==> config.mk <==
export PLATFORM = sky130hd
export DESIGN_NAME = rv_decode_top
export DESIGN_NICKNAME = d
export VERILOG_FILES = /design/src/rv_decode_pkg.sv /design/src/rv_decode_top.sv /design/src/instruction_decoder.sv /design/src/instr_queue.sv /design/src/instr_fetch.sv
export VERILOG_INCLUDE_DIRS = /design/src
export SDC_FILE = /design/constraint.sdc
export NUM_CORES = 1
export LEC_CHECK = 0
export BUFFER_PORTS_ARGS = -buffer_cell sky130_fd_sc_hd__buf_2
export CORE_MARGIN = 4
export CORE_UTILIZATION = 30
export CTS_CLUSTER_SIZE = 28
export DETAILED_ROUTE_END_ITERATION = 7
export PLACE_DENSITY_LB_ADDON = 0.08
export SYNTH_ARGS = -nofsm -noshare
export SYNTH_HDL_FRONTEND = slang
export SYNTH_SLANG_ARGS = --single-unit
==> constraint.sdc <==
create_clock -name i_clk -period 7.7 [get_ports i_clk]
set_input_delay 0.77 -clock i_clk [delete_from_list [all_inputs] [get_ports i_clk]]
set_output_delay 0.77 -clock i_clk [all_outputs]
set_load 0.05 [all_outputs]
==> src/rv_decode_params.svh <==
`ifndef RV_DECODE_PARAMS_SVH
`define RV_DECODE_PARAMS_SVH

//////////////////////////////////////////////////
// Opcode values of the decoded families
//////////////////////////////////////////////////

// Upper immediate
`define RV_OP_LUI       7'b0110111
`define RV_OP_AUIPC     7'b0010111
// Jumps
`define RV_OP_JAL       7'b1101111
`define RV_OP_JALR      7'b1100111
// Conditional branches
`define RV_OP_BRANCH    7'b1100011
// Memory access
`define RV_OP_LOAD      7'b0000011
`define RV_OP_STORE     7'b0100011
// Arithmetic and logic
`define RV_OP_ALU_IMM   7'b0010011
`define RV_OP_ALU_REG   7'b0110011

//////////////////////////////////////////////////
// Sizes
//////////////////////////////////////////////////

// Entries in the fetch to decode queue
`define RV_QUEUE_DEPTH  4
// Words in the instruction memory
`define RV_IMEM_WORDS   16

`endif
==> src/rv_decode_pkg.sv <==
`default_nettype none

package rv_decode_pkg;

    //////////////////////////////////////////////////
    // Widths with a meaning
    //////////////////////////////////////////////////

    // Instruction, program counter or immediate
    typedef logic [31:0] word_t;

    // Register index x0 to x31
    typedef logic [4:0] reg_idx_t;

    // Operation within an execution block
    typedef logic [2:0] funct3_t;

    // One-hot execution block select
    typedef logic [5:0] block_sel_t;

    //////////////////////////////////////////////////
    // Block select bit positions
    //////////////////////////////////////////////////

    typedef enum logic [2:0]
    {
        BLK_UPPER   = 3'd0,  // LUI and AUIPC
        BLK_UNCOND  = 3'd1,  // JAL and JALR
        BLK_COND    = 3'd2,  // BEQ through BGEU
        BLK_MEM     = 3'd3,  // Loads and stores
        BLK_ALU_IMM = 3'd4,  // ALU with immediate operand
        BLK_ALU_REG = 3'd5   // ALU with register operand
    } block_bit_e;

    // Decoder FSM
    typedef enum logic
    {
        DE_WAIT   = 1'b0,
        DE_DECODE = 1'b1
    } decode_state_e;

endpackage

`default_nettype wire

==> src/rv_decode_top.sv <==
`timescale 1ns/1ps
`default_nettype none

`include "rv_decode_params.svh"

module rv_decode_top
(
    input  wire logic                                 i_clk,
    input  wire logic                                 i_reset,
    input  wire logic                                 i_run,
    input  wire logic                                 i_imem_we,
    input  wire logic [$clog2(`RV_IMEM_WORDS)-1:0]    i_imem_addr,
    input  wire rv_decode_pkg::word_t                 i_imem_data,
    input  wire logic                                 i_pipeline_ready,
    output logic                                      o_done,
    output rv_decode_pkg::word_t                      o_pc,
    output rv_decode_pkg::block_sel_t                 o_block,
    output rv_decode_pkg::reg_idx_t                   o_rd,
    output rv_decode_pkg::reg_idx_t                   o_rs1,
    output rv_decode_pkg::reg_idx_t                   o_rs2,
    output logic                                      o_rs1_used,
    output logic                                      o_rs2_used,
    output rv_decode_pkg::funct3_t                    o_funct3,
    output logic                                      o_iop,
    output rv_decode_pkg::word_t                      o_imm
);

    // Fetch to queue
    logic                 push;
    rv_decode_pkg::word_t push_pc;
    rv_decode_pkg::word_t push_instr;
    logic                 q_full;

    // Queue to decoder
    logic                 q_empty;
    rv_decode_pkg::word_t head_pc;
    rv_decode_pkg::word_t head_instr;
    logic                 pop;

    //////////////////////////////////////////////////
    // Producer, buffer and consumer
    //////////////////////////////////////////////////

    instr_fetch
    #(
        .IMEM_WORDS (`RV_IMEM_WORDS)
    )
    u_fetch
    (
        .i_clk        (i_clk),
        .i_reset      (i_reset),
        .i_run        (i_run),
        .i_imem_we    (i_imem_we),
        .i_imem_addr  (i_imem_addr),
        .i_imem_data  (i_imem_data),
        .i_full       (q_full),
        .o_push       (push),
        .o_push_pc    (push_pc),
        .o_push_instr (push_instr)
    );

    instr_queue
    #(
        .DEPTH (`RV_QUEUE_DEPTH)
    )
    u_queue
    (
        .i_clk        (i_clk),
        .i_reset      (i_reset),
        .i_push       (push),
        .i_push_pc    (push_pc),
        .i_push_instr (push_instr),
        .i_pop        (pop),
        .o_full       (q_full),
        .o_empty      (q_empty),
        .o_head_pc    (head_pc),
        .o_head_instr (head_instr)
    );

    instruction_decoder u_decoder
    (
        .i_clk            (i_clk),
        .i_reset          (i_reset),
        .i_pipeline_ready (i_pipeline_ready),
        .i_empty          (q_empty),
        .i_instr          (head_instr),
        .i_pc             (head_pc),
        .o_pop            (pop),
        .o_done           (o_done),
        .o_pc             (o_pc),
        .o_block          (o_block),
        .o_rd             (o_rd),
        .o_rs1            (o_rs1),
        .o_rs2            (o_rs2),
        .o_rs1_used       (o_rs1_used),
        .o_rs2_used       (o_rs2_used),
        .o_funct3         (o_funct3),
        .o_iop            (o_iop),
        .o_imm            (o_imm)
    );

endmodule

`default_nettype wire

==> src/instruction_decoder.sv <==
`timescale 1ns/1ps
`default_nettype none

`include "rv_decode_params.svh"

module instruction_decoder
(
    input  wire logic                  i_clk,
    input  wire logic                  i_reset,
    input  wire logic                  i_pipeline_ready,
    input  wire logic                  i_empty,
    input  wire rv_decode_pkg::word_t  i_instr,
    input  wire rv_decode_pkg::word_t  i_pc,
    output logic                       o_pop,
    output logic                       o_done,
    output rv_decode_pkg::word_t       o_pc,
    output rv_decode_pkg::block_sel_t  o_block,
    output rv_decode_pkg::reg_idx_t    o_rd,
    output rv_decode_pkg::reg_idx_t    o_rs1,
    output rv_decode_pkg::reg_idx_t    o_rs2,
    output logic                       o_rs1_used,
    output logic                       o_rs2_used,
    output rv_decode_pkg::funct3_t     o_funct3,
    output logic                       o_iop,
    output rv_decode_pkg::word_t       o_imm
);

    rv_decode_pkg::decode_state_e state;
    rv_decode_pkg::decode_state_e state_next;

    // Entry taken from the queue
    rv_decode_pkg::word_t cap_instr;
    rv_decode_pkg::word_t cap_pc;

    // Combinational decode results
    rv_decode_pkg::block_sel_t d_block;
    rv_decode_pkg::reg_idx_t   d_rd;
    rv_decode_pkg::reg_idx_t   d_rs1;
    rv_decode_pkg::reg_idx_t   d_rs2;
    logic                      d_rs1_used;
    logic                      d_rs2_used;
    logic                      d_iop;
    rv_decode_pkg::word_t      d_imm;

    //////////////////////////////////////////////////
    // Decode of one instruction word
    //////////////////////////////////////////////////

    function automatic void decode
    (
        input  rv_decode_pkg::word_t       instr,
        output rv_decode_pkg::block_sel_t  blk,
        output rv_decode_pkg::reg_idx_t    rd,
        output rv_decode_pkg::reg_idx_t    rs1,
        output rv_decode_pkg::reg_idx_t    rs2,
        output logic                       rs1_used,
        output logic                       rs2_used,
        output logic                       iop,
        output rv_decode_pkg::word_t       imm
    );
        // Immediate of every format
        rv_decode_pkg::word_t imm_i;
        rv_decode_pkg::word_t imm_s;
        rv_decode_pkg::word_t imm_b;
        rv_decode_pkg::word_t imm_u;
        rv_decode_pkg::word_t imm_j;

        imm_i = {{20{instr[31]}}, instr[31:20]};
        imm_s = {{20{instr[31]}}, instr[31:25], instr[11:7]};
        imm_b = {{19{instr[31]}}, instr[31], instr[7], instr[30:25], instr[11:8], 1'b0};
        imm_u = {instr[31:12], 12'b0};
        imm_j = {{11{instr[31]}}, instr[31], instr[19:12], instr[20], instr[30:21], 1'b0};

        // Unknown opcode leaves everything cleared
        blk      = '0;
        rd       = '0;
        rs1      = '0;
        rs2      = '0;
        rs1_used = 1'b0;
        rs2_used = 1'b0;
        iop      = 1'b0;
        imm      = '0;

        case (instr[6:0])
            `RV_OP_LUI, `RV_OP_AUIPC:
            begin
                blk[rv_decode_pkg::BLK_UPPER] = 1'b1;
                iop = instr[5];
                rd  = instr[11:7];
                imm = imm_u;
            end
            `RV_OP_JAL:
            begin
                blk[rv_decode_pkg::BLK_UNCOND] = 1'b1;
                // Bit 3 tells JAL from JALR
                iop = instr[3];
                rd  = instr[11:7];
                imm = imm_j;
            end
            `RV_OP_JALR:
            begin
                blk[rv_decode_pkg::BLK_UNCOND] = 1'b1;
                iop      = instr[3];
                rd       = instr[11:7];
                rs1      = instr[19:15];
                rs1_used = 1'b1;
                imm      = imm_i;
            end
            `RV_OP_BRANCH:
            begin
                blk[rv_decode_pkg::BLK_COND] = 1'b1;
                // No invert for branches
                rs1      = instr[19:15];
                rs2      = instr[24:20];
                rs1_used = 1'b1;
                rs2_used = 1'b1;
                imm      = imm_b;
            end
            `RV_OP_LOAD:
            begin
                blk[rv_decode_pkg::BLK_MEM] = 1'b1;
                // Low for load, high for store
                iop      = instr[5];
                rd       = instr[11:7];
                rs1      = instr[19:15];
                rs1_used = 1'b1;
                imm      = imm_i;
            end
            `RV_OP_STORE:
            begin
                blk[rv_decode_pkg::BLK_MEM] = 1'b1;
                iop      = instr[5];
                rs1      = instr[19:15];
                rs2      = instr[24:20];
                rs1_used = 1'b1;
                rs2_used = 1'b1;
                imm      = imm_s;
            end
            `RV_OP_ALU_IMM:
            begin
                blk[rv_decode_pkg::BLK_ALU_IMM] = 1'b1;
                // SRAI marker
                iop      = instr[30];
                rd       = instr[11:7];
                rs1      = instr[19:15];
                rs1_used = 1'b1;
                imm      = imm_i;
            end
            `RV_OP_ALU_REG:
            begin
                blk[rv_decode_pkg::BLK_ALU_REG] = 1'b1;
                // SUB and SRA marker
                iop      = instr[30];
                rd       = instr[11:7];
                rs1      = instr[19:15];
                rs2      = instr[24:20];
                rs1_used = 1'b1;
                rs2_used = 1'b1;
            end
            default:
            begin
                blk = '0;
            end
        endcase
    endfunction

    always_comb
    begin
        decode(cap_instr, d_block, d_rd, d_rs1, d_rs2, d_rs1_used, d_rs2_used, d_iop, d_imm);
    end

    //////////////////////////////////////////////////
    // Wait and decode FSM
    //////////////////////////////////////////////////

    // Take the head when downstream is ready and queue has one
    assign o_pop = (state == rv_decode_pkg::DE_WAIT) && i_pipeline_ready && !i_empty;

    always_comb
    begin
        state_next = state;
        case (state)
            rv_decode_pkg::DE_WAIT:
            begin
                if (o_pop)
                begin
                    state_next = rv_decode_pkg::DE_DECODE;
                end
            end
            rv_decode_pkg::DE_DECODE:
            begin
                // Single decode cycle
                state_next = rv_decode_pkg::DE_WAIT;
            end
        endcase
    end

    always_ff @(posedge i_clk, posedge i_reset)
    begin
        if (i_reset)
        begin
            state  <= rv_decode_pkg::DE_WAIT;
            o_done <= 1'b0;
        end
        else
        begin
            state  <= state_next;
            // Pulse follows the decode cycle
            o_done <= (state == rv_decode_pkg::DE_DECODE);
        end
    end

    // Capture head entry on the pop
    always_ff @(posedge i_clk)
    begin
        if (o_pop)
        begin
            cap_instr <= i_instr;
            cap_pc    <= i_pc;
        end
    end

    // Outputs hold until the next decode
    always_ff @(posedge i_clk)
    begin
        if (state == rv_decode_pkg::DE_DECODE)
        begin
            o_pc       <= cap_pc;
            o_block    <= d_block;
            o_rd       <= d_rd;
            o_rs1      <= d_rs1;
            o_rs2      <= d_rs2;
            o_rs1_used <= d_rs1_used;
            o_rs2_used <= d_rs2_used;
            o_funct3   <= cap_instr[14:12];
            o_iop      <= d_iop;
            o_imm      <= d_imm;
        end
    end

endmodule

`default_nettype wire

==> src/instr_queue.sv <==
`timescale 1ns/1ps
`default_nettype none

module instr_queue
#(
    parameter int DEPTH = 4
)
(
    input  wire logic                  i_clk,
    input  wire logic                  i_reset,
    input  wire logic                  i_push,
    input  wire rv_decode_pkg::word_t  i_push_pc,
    input  wire rv_decode_pkg::word_t  i_push_instr,
    input  wire logic                  i_pop,
    output logic                       o_full,
    output logic                       o_empty,
    output rv_decode_pkg::word_t       o_head_pc,
    output rv_decode_pkg::word_t       o_head_instr
);

    localparam int AW = $clog2(DEPTH);
    localparam int CW = $clog2(DEPTH + 1);

    // Entry storage, pc and instruction side by side
    rv_decode_pkg::word_t pc_mem    [DEPTH];
    rv_decode_pkg::word_t instr_mem [DEPTH];

    logic [AW-1:0] wr_ptr;
    logic [AW-1:0] rd_ptr;
    logic [CW-1:0] count;

    // Qualified strobes
    logic do_push;
    logic do_pop;

    assign do_push = i_push && !o_full;
    assign do_pop  = i_pop && !o_empty;

    // Levels straight from occupancy
    assign o_full  = (count == CW'(DEPTH));
    assign o_empty = (count == '0);

    // Oldest entry shown at the head
    assign o_head_pc    = pc_mem[rd_ptr];
    assign o_head_instr = instr_mem[rd_ptr];

    //////////////////////////////////////////////////
    // Pointers and occupancy
    //////////////////////////////////////////////////

    always_ff @(posedge i_clk, posedge i_reset)
    begin
        if (i_reset)
        begin
            wr_ptr <= '0;
            rd_ptr <= '0;
            count  <= '0;
        end
        else
        begin
            if (do_push)
            begin
                wr_ptr <= (wr_ptr == AW'(DEPTH - 1)) ? '0 : wr_ptr + 1'b1;
            end
            if (do_pop)
            begin
                rd_ptr <= (rd_ptr == AW'(DEPTH - 1)) ? '0 : rd_ptr + 1'b1;
            end
            // Push and pop together leave count alone
            if (do_push && !do_pop)
            begin
                count <= count + 1'b1;
            end
            else if (do_pop && !do_push)
            begin
                count <= count - 1'b1;
            end
        end
    end

    // Storage write
    always_ff @(posedge i_clk)
    begin
        if (do_push)
        begin
            pc_mem[wr_ptr]    <= i_push_pc;
            instr_mem[wr_ptr] <= i_push_instr;
        end
    end

endmodule

`default_nettype wire

==> src/instr_fetch.sv <==
`timescale 1ns/1ps
`default_nettype none

module instr_fetch
#(
    parameter int IMEM_WORDS = 16
)
(
    input  wire logic                            i_clk,
    input  wire logic                            i_reset,
    input  wire logic                            i_run,
    input  wire logic                            i_imem_we,
    input  wire logic [$clog2(IMEM_WORDS)-1:0]   i_imem_addr,
    input  wire rv_decode_pkg::word_t            i_imem_data,
    input  wire logic                            i_full,
    output logic                                 o_push,
    output rv_decode_pkg::word_t                 o_push_pc,
    output rv_decode_pkg::word_t                 o_push_instr
);

    localparam int AW = $clog2(IMEM_WORDS);

    // Instruction storage
    rv_decode_pkg::word_t mem [IMEM_WORDS];

    // Address of the word sitting in the prefetch register
    logic [AW-1:0] fetch_ptr;
    logic [AW-1:0] fetch_ptr_inc;
    logic [AW-1:0] read_addr;

    // Prefetched word and its valid flag
    rv_decode_pkg::word_t pf_word;
    logic                 pf_valid;

    //////////////////////////////////////////////////
    // Push control
    //////////////////////////////////////////////////

    // Only push a valid word while running and queue has room
    assign o_push       = i_run && !i_full && pf_valid;
    assign o_push_instr = pf_word;
    // Byte address of the word
    assign o_push_pc    = rv_decode_pkg::word_t'(fetch_ptr) << 2;

    // Wrap after the last word
    assign fetch_ptr_inc = (fetch_ptr == AW'(IMEM_WORDS - 1)) ? '0 : fetch_ptr + 1'b1;

    // Read ahead to the next word when this one goes out
    assign read_addr = o_push ? fetch_ptr_inc : fetch_ptr;

    always_ff @(posedge i_clk, posedge i_reset)
    begin
        if (i_reset)
        begin
            fetch_ptr <= '0;
            pf_valid  <= 1'b0;
        end
        else
        begin
            // First read lands one cycle out of reset
            pf_valid <= 1'b1;
            if (o_push)
            begin
                fetch_ptr <= fetch_ptr_inc;
            end
        end
    end

    //////////////////////////////////////////////////
    // Memory write port and synchronous read
    //////////////////////////////////////////////////

    always_ff @(posedge i_clk)
    begin
        if (i_imem_we)
        begin
            mem[i_imem_addr] <= i_imem_data;
        end
        // Write to the address being read wins
        if (i_imem_we && (i_imem_addr == read_addr))
        begin
            pf_word <= i_imem_data;
        end
        else
        begin
            pf_word <= mem[read_addr];
        end
    end

endmodule

`default_nettype wire

==> results of run 1 <==
-- cell type report --
type                    count  area [um^2]  share of cell area (%)
inverters                  18        67.56                  0.1995
multi-input cells         442         5640                   16.66
flip-flops and latches    773        23110                   68.26
diodes                      2        5.005                 0.01478
clock buffers             116         2350                   6.940
repair buffers            137        768.2                   2.269
well taps                1265         1583                   4.675
clock inverters            41        332.8                  0.9830
-- state kept, by name, indices dropped and copies added, names as in the netlist, 2 cells and up, named ones only --
name,cells
u_decoder.o_block,6
u_queue.instr_mem,128
u_decoder.o_rs1,5
u_queue.pc_mem,16
u_fetch.fetch_ptr,4
u_decoder.o_pc,4
u_decoder.o_rd,5
u_decoder.cap_pc,4
u_decoder.o_imm,32
u_queue.count,3
u_queue.rd_ptr,2
u_decoder.cap_instr,32
u_fetch.mem,512
u_decoder.o_funct3,3
u_decoder.o_rs2,5
u_queue.wr_ptr,2
-- how the worst min path moves through the flow --
stage / to / depth (start not counted) / slack [ns] / startpoint
6_report: u_decoder.state / 2 / 0.22 / i_reset
5_1_grt: u_decoder.state / 2 / 0.25 / i_reset
4_1_cts: u_decoder.state / 2 / 0.19 / i_reset
3_5_place_dp: u_decoder.o_pc[3] / 0 / 0.42 / u_decoder.cap_pc[3]
3_3_place_gp: u_decoder.o_pc[5] / 0 / 0.41 / u_decoder.cap_pc[5]
2_1_floorplan: u_decoder.o_pc[2] / 0 / 0.40 / u_decoder.cap_pc[2]
-- report_power, final --
group	internal (mW)	total, mW	switching, mW
clock	2.30	3.91	1.60
combinational	1.12	2.97	1.85
sequential	5.32	5.58	0.267
total	8.74	12.5	3.72
-- cells by family (layout without fill, tap and decap cells) --
kind of cell	after synthesis	in the layout	synth area share [%]
XOR/XNOR	5	5	0.1507
adder cells (fa/ha/maj)	8	8	0.3701
multiplexers	172	172	13.01
flip-flops	773	773	79.47
AND/OR/NAND/NOR	122	122	2.225
buffers and inverters	106	312	1.975
other	2	31	0.02583
AO/OA/AOI/OAI	106	106	2.772
-- synth_stat cells (13+ instances only) --
library cell	instances	area (um^2)
nor2_1	21	78.83
a22oi_1	64	480.5
edfxtp_1	755	22670
dfrtp_1	14	350.3
nor2b_1	13	81.33
inv_1	18	67.56
mux4_2	164	3694
and2_1	15	93.84
buf_2	18	90.09
clkbuf_1	21	78.83
nand2_1	37	138.9
buf_4	37	277.8
-- layer usage --
layer  share of wire [%]  routed length (um)
met5                   0                   0
met4                 2.1                1474
met3                 4.2                2979
met2                  48               33920
met1                  46               32070
==> summary.txt, run 1 <==
Clock network
  • Clock root buffer: clkbuf_16
  • Resize count post-CTS: 0
  • Worst-skew pair later-pin latency: a little over 0.6 ns
  • Clock slew at reported path FFs: 0.06 ns
  • H-tree depth: 3
  • CTS max path bufs: 3
  • Clk sinks: 773
  • Hold_buf cts: 0
  • TritonCTS Buffers: 86
  • Post-CTS Setup Inserts: 0
  • CTS tree: done

Power and ir drop
  • Tot Pwr: roughly 12 mW
  • Pwr/cell area: 368.1 mW/mm^2
  • Worst VDD drop: 0.1664 mV
  • Leakage dissipation: 10.87 nW

Floorplanning
  • Die Span Y: between 300 and 400 um
  • Core area: 0.09558 mm^2
  • Die width: between 300 and 400 um
  • Initial Utilization: 30.42%
  • Die area: about 0.10 mm^2
  • Top-Level Pins: around 130
  • Num rows: 113

Timing
  • Final WS setup: between 4 and 5 ns
  • Final Max Tran Viols: 0
  • Fin crit share: 38.11%
  • # setup viols final: 0
  • Final hold vios: 0
  • Fmax: about 340 MHz
  • RSZ-0062 raised after global routing: false
  • Fin crit period: ~3 ns
  • Worst-Margin Slew: approximately 1.2 ns
  • Setup TNS: 0 ns
  • Final hold slack: about 0.22 ns
  • Slew margin rel.: about a fifth
  • Skew final: 0.01505 ns

Place
  • Placer Congestion: between 0.7 and 0.8
  • DP Worst Slack: about 4.7 ns
  • HPWL after DPL: between 30000 and 40000 um
  • Port buffer count: roughly 100
  • Placed cell count: roughly 2600
  • Post-DP Area: between 0.03 and 0.04 mm^2

Setup path
  • Worst Path Arrival: 3.20 ns
  • Crit. End Element: register
  • Critical Path Fanout Max: 41
  • Worst path bufs/invs: 1
  • CP Depth: 4
  • Worst R2R Path Depth: 4
  • Worst Path Required: between 7 and 8 ns
  • Critical path class: reg2reg
  • FF-to-FF setup slack: between 4 and 5 ns
  • FF-to-FF End: u_queue.instr_mem[3][18]
  • Worst-path cell chain: buf_4, mux4_2, a22oi_1, nand2_1
  • Crit path capture: u_queue.instr_mem[3][18]
  • Crit path launch type: register
  • Crit path max-delay family: buffers and inverters
  • CP peak stage delay: about 0.73 ns
  • Slowest-stage cell, CP: buf_4

Finish
  • Most common cell after layout, fill and taps aside: edfxtp_1
  • Layout Cells excl Fill: between 2000 and 3000
  • Syn-to-layout area delta: 16.47%
  • Core Util, Final: approximately 35%
  • Finished Cell Area: about 0.034 mm^2
  • Filler cells: approximately 8900
  • Share of cells above drive strength 1: roughly 30%
  • Most frequent cells in the layout: edfxtp_1, mux4_2, buf_2, clkbuf_16, a22oi_1
  • NumNets Final: between 1500 and 2000

Global routing
  • Global Route Usage Sum: roughly 14%
  • Grt peak-use layer: met2
  • Initial antenna violation count: 5
  • Grt total ovfl: 0
  • M3 GR Usage: around 2.3%
  • GR Util met1: a little under a fifth
  • Pin count of the biggest net entering global routing: roughly 70
  • Vias in the first global route: between 10000 and 15000
  • GR Util met2: 22.59%
  • First-pass GRT wire length: between 100000 and 150000 um

Synth
  • Library cells used by synthesis: 54
  • Number of flops mapped to enable cells by yosys: ~760
  • Syn Inst Count: roughly 1300
  • Flops & latches, synth: just under 800
  • Synth warn: 0
  • Post-synth top flop: edfxtp_1
  • Syn_area_per_cell: 22.47 um^2
  • Asr flop ratio synth: between 1.5 and 2%
  • Sequential element share of the synthesized area: about 79%
  • Synthesized area: ~0.029 mm^2

Detailed routing
  • DR vias/cell: approximately 4.7
  • DR vias: ~13000
  • Drt initial violations: 961
  • Drt pass-1 iters: 5
  • Avg WL per Cell: ~25 um
  • DRC errors left: 0
  • Drt total wl: slightly above 70000 um
  • Antenna Nets Post-Route: 0

Hold path
  • Hold WC Path Type: in2async

Outcome
  • Status: finished, final reports clean

Flow run
  • Max_cap viols: 0
(Power assumes the default switching activity.)
==> inputs of run 2 (changes only) <==
clock period = 2.5 ns   (was 7.7 ns; I/O delays follow)
==> summary.txt, run 2 (same netlist as run 1, synthesis figures left out) <==
Outcome
  • Status: finished, final reports clean

Global routing
  • Vias in the first global route: 14385
  • Global Route Usage Sum: 13.35%
  • Grt total ovfl: 0
  • First-pass GRT wire length: 99820 um
  • Initial antenna violation count: 4
  • Pin count of the biggest net entering global routing: 66

Setup path
  • Critical path class: reg2reg
  • Worst R2R Path Depth: 5
  • CP peak stage delay: about 0.51 ns
  • Crit. End Element: register
  • Worst Path Required: around 2.8 ns
  • Crit path max-delay family: multiplexers
  • Critical Path Fanout Max: 20
  • Worst path bufs/invs: 2
  • Worst Path Arrival: 2.44 ns
  • Worst-path cell chain: buf_12, buf_12, mux4_2, a22oi_1, nand2_1
  • CP most frequent cell: buf_12
  • Crit path launch type: register
  • Slowest-stage cell, CP: mux4_2
  • CP Depth: 5

Clock network
  • CTS max path bufs: 3
  • Clock root buffer: clkbuf_16
  • TritonCTS Buffers: 87
  • CTS tree: done
  • H-tree depth: 3
  • Hold_buf cts: 33
  • Clock slew at reported path FFs: around 0.060 ns
  • Resize count post-CTS: 0
  • Post-CTS Setup Inserts: 0
  • Clk sinks: 773
  • Worst-skew pair later-pin latency: a little over 0.6 ns

Detailed routing
  • Drt total wl: slightly below 70000 um
  • Metal2 WL: 31860 um
  • DR vias/cell: 4.670
  • Antenna Nets Post-Route: 0
  • Drt pass-1 iters: 4
  • Avg WL per Cell: ~24 um
  • Drt initial violations: between 1000 and 1500
  • M1 wire length: 32610 um
  • DRC errors left: 0
  • DR top layer: met5
  • DR vias: between 10000 and 15000
  • DR WL met3: roughly 2900 um

Floorplanning
  • Die Span Y: about 320 um
  • Core area: between 0.09 and 0.1 mm^2
  • Num rows: between 100 and 150
  • Die area: approximately 0.10 mm^2
  • Top-Level Pins: 133
  • Initial Utilization: a little under a third
  • Die width: roughly 320 um

Power and ir drop
  • Sw Pwr: 11.64 mW
  • Internal power: around 28 mW
  • Switching Fraction: slightly below 30%
  • Combinational Power Share: about a quarter
  • Pwr/cell area: ~1100 mW/mm^2
  • Leakage dissipation: 11.23 nW
  • Clk network pwr share: roughly 31%
  • Worst VDD drop: about 0.61 mV
  • Tot Pwr: 39.28 mW
  • Flop pwr share: 43.4%

Timing
  • Slew margin rel.: between 40% and 50%
  • RSZ-0062 raised after global routing: false
  • # setup viols final: 0
  • Fin crit share: 86.80%
  • Final hold vios: 0
  • Fmax: roughly 460 MHz
  • Final Max Tran Viols: 0
  • Skew final: ~0.02 ns
  • Fin crit period: ~2.2 ns
  • Worst-Margin Slew: between 0.8 and 0.9 ns

Finish
  • NumNets Final: about 1600
  • Most common cell after layout, fill and taps aside: edfxtp_1
  • Max FFs per register: a little over 500
  • Storage element area: between 0.02 and 0.025 mm^2
  • Biggest register: u_fetch.mem
  • Filler cells: between 8000 and 9000
  • Core Util, Final: between 30% and 40%
  • Share of cells above drive strength 1: 30.45%
  • Most frequent cells in the layout: edfxtp_1, mux4_2, buf_2, clkbuf_16, a22oi_1
  • Syn-to-layout area delta: 19.66%
  • Multi-input gate area: 0.005684 mm^2
  • Regs by FF count: u_fetch.mem x512, u_queue.instr_mem x128

Place
  • HPWL after DPL: approximately 36000 um
  • Placer Congestion: 0.6905
  • Port buffer count: ~100

Hold path
  • Hold path depth: 1
  • Hold WC Path Type: in2reg

Flow run
  • Max_cap viols: 0
==> run 2: worst reg2reg max path, cell delays in order, from the launching register on <==
cell and delay, ns:
dfxtp_4 0.39, buf_12 0.24, buf_12 0.21, mux4_2 0.52, a22oi_1 0.21, nand2_1 0.25
==> run 2: final timing paths <==
check	to	startpoint	slack, ns
worst max-delay path	u_queue.instr_mem[2][13]	register	0.33
worst min-delay path	u_fetch.mem[15][20]	i_imem_data[20]	0.04
worst max register to register	u_queue.instr_mem[2][13]	register	0.33
worst min register to register	u_decoder.o_pc[4]	u_decoder.cap_pc[4]	0.42
max in group asynchronous	u_decoder.state	i_reset	1.81
min in group asynchronous	u_decoder.state	i_reset	0.24
==> run 2: stage by stage <==
step | hold slack [ns] | cell area [um^2] | setup TNS (ns) | std cells | setup slack [ns]
after floorplan | 0.1392 | 29230 | -0.8270 | 1321 | -0.4964
after global placement | 0.3499 | 31710 | 0 | 2650 | 0.3582
after detailed placement | 0.3638 | 31710 | 0 | 2650 | 0.3029
after CTS | 0.003891 | 34780 | 0 | 2835 | 0.2869
after global routing | 0.02756 | 34780 | 0 | 2835 | 0.1793
final | 0.03588 | 34790 | 0 | 2839 | 0.3301
==> run 2: cell type report <==
type / instances / area share [%]
inverter: 18 / 0.1942
multi-input combinational: 442 / 16.34
tap: 1265 / 4.550
antenna: 4 / 0.02877
timing repair buffer: 185 / 4.561
clock inverter: 45 / 1.219
sequential: 773 / 66.45
clock buffer: 107 / 6.658
==> run 2: routing by layer <==
| metal | vias up | GRT usage [%] |
|---|---|---|
| met2 | 274 | 21.11 |
| met4 | 2 | 3.358 |
| met5 | - | 0 |
| met1 | 7102 | 19.26 |
| met3 | 86 | 2.334 |
| li1 | 5794 | - |
==> run 2: power by group through the flow <==
stage	logic, mW	clock network (mW)	registers, mW
5_1_grt	10.8	13.3	17.2
3_5_place_dp	10.2	0	17.3
6_report	9.97	12.3	17.0
2_1_floorplan	5.88	0	17.8
4_1_cts	10.2	12.7	17.1
3_3_place_gp	10.1	0	17.3
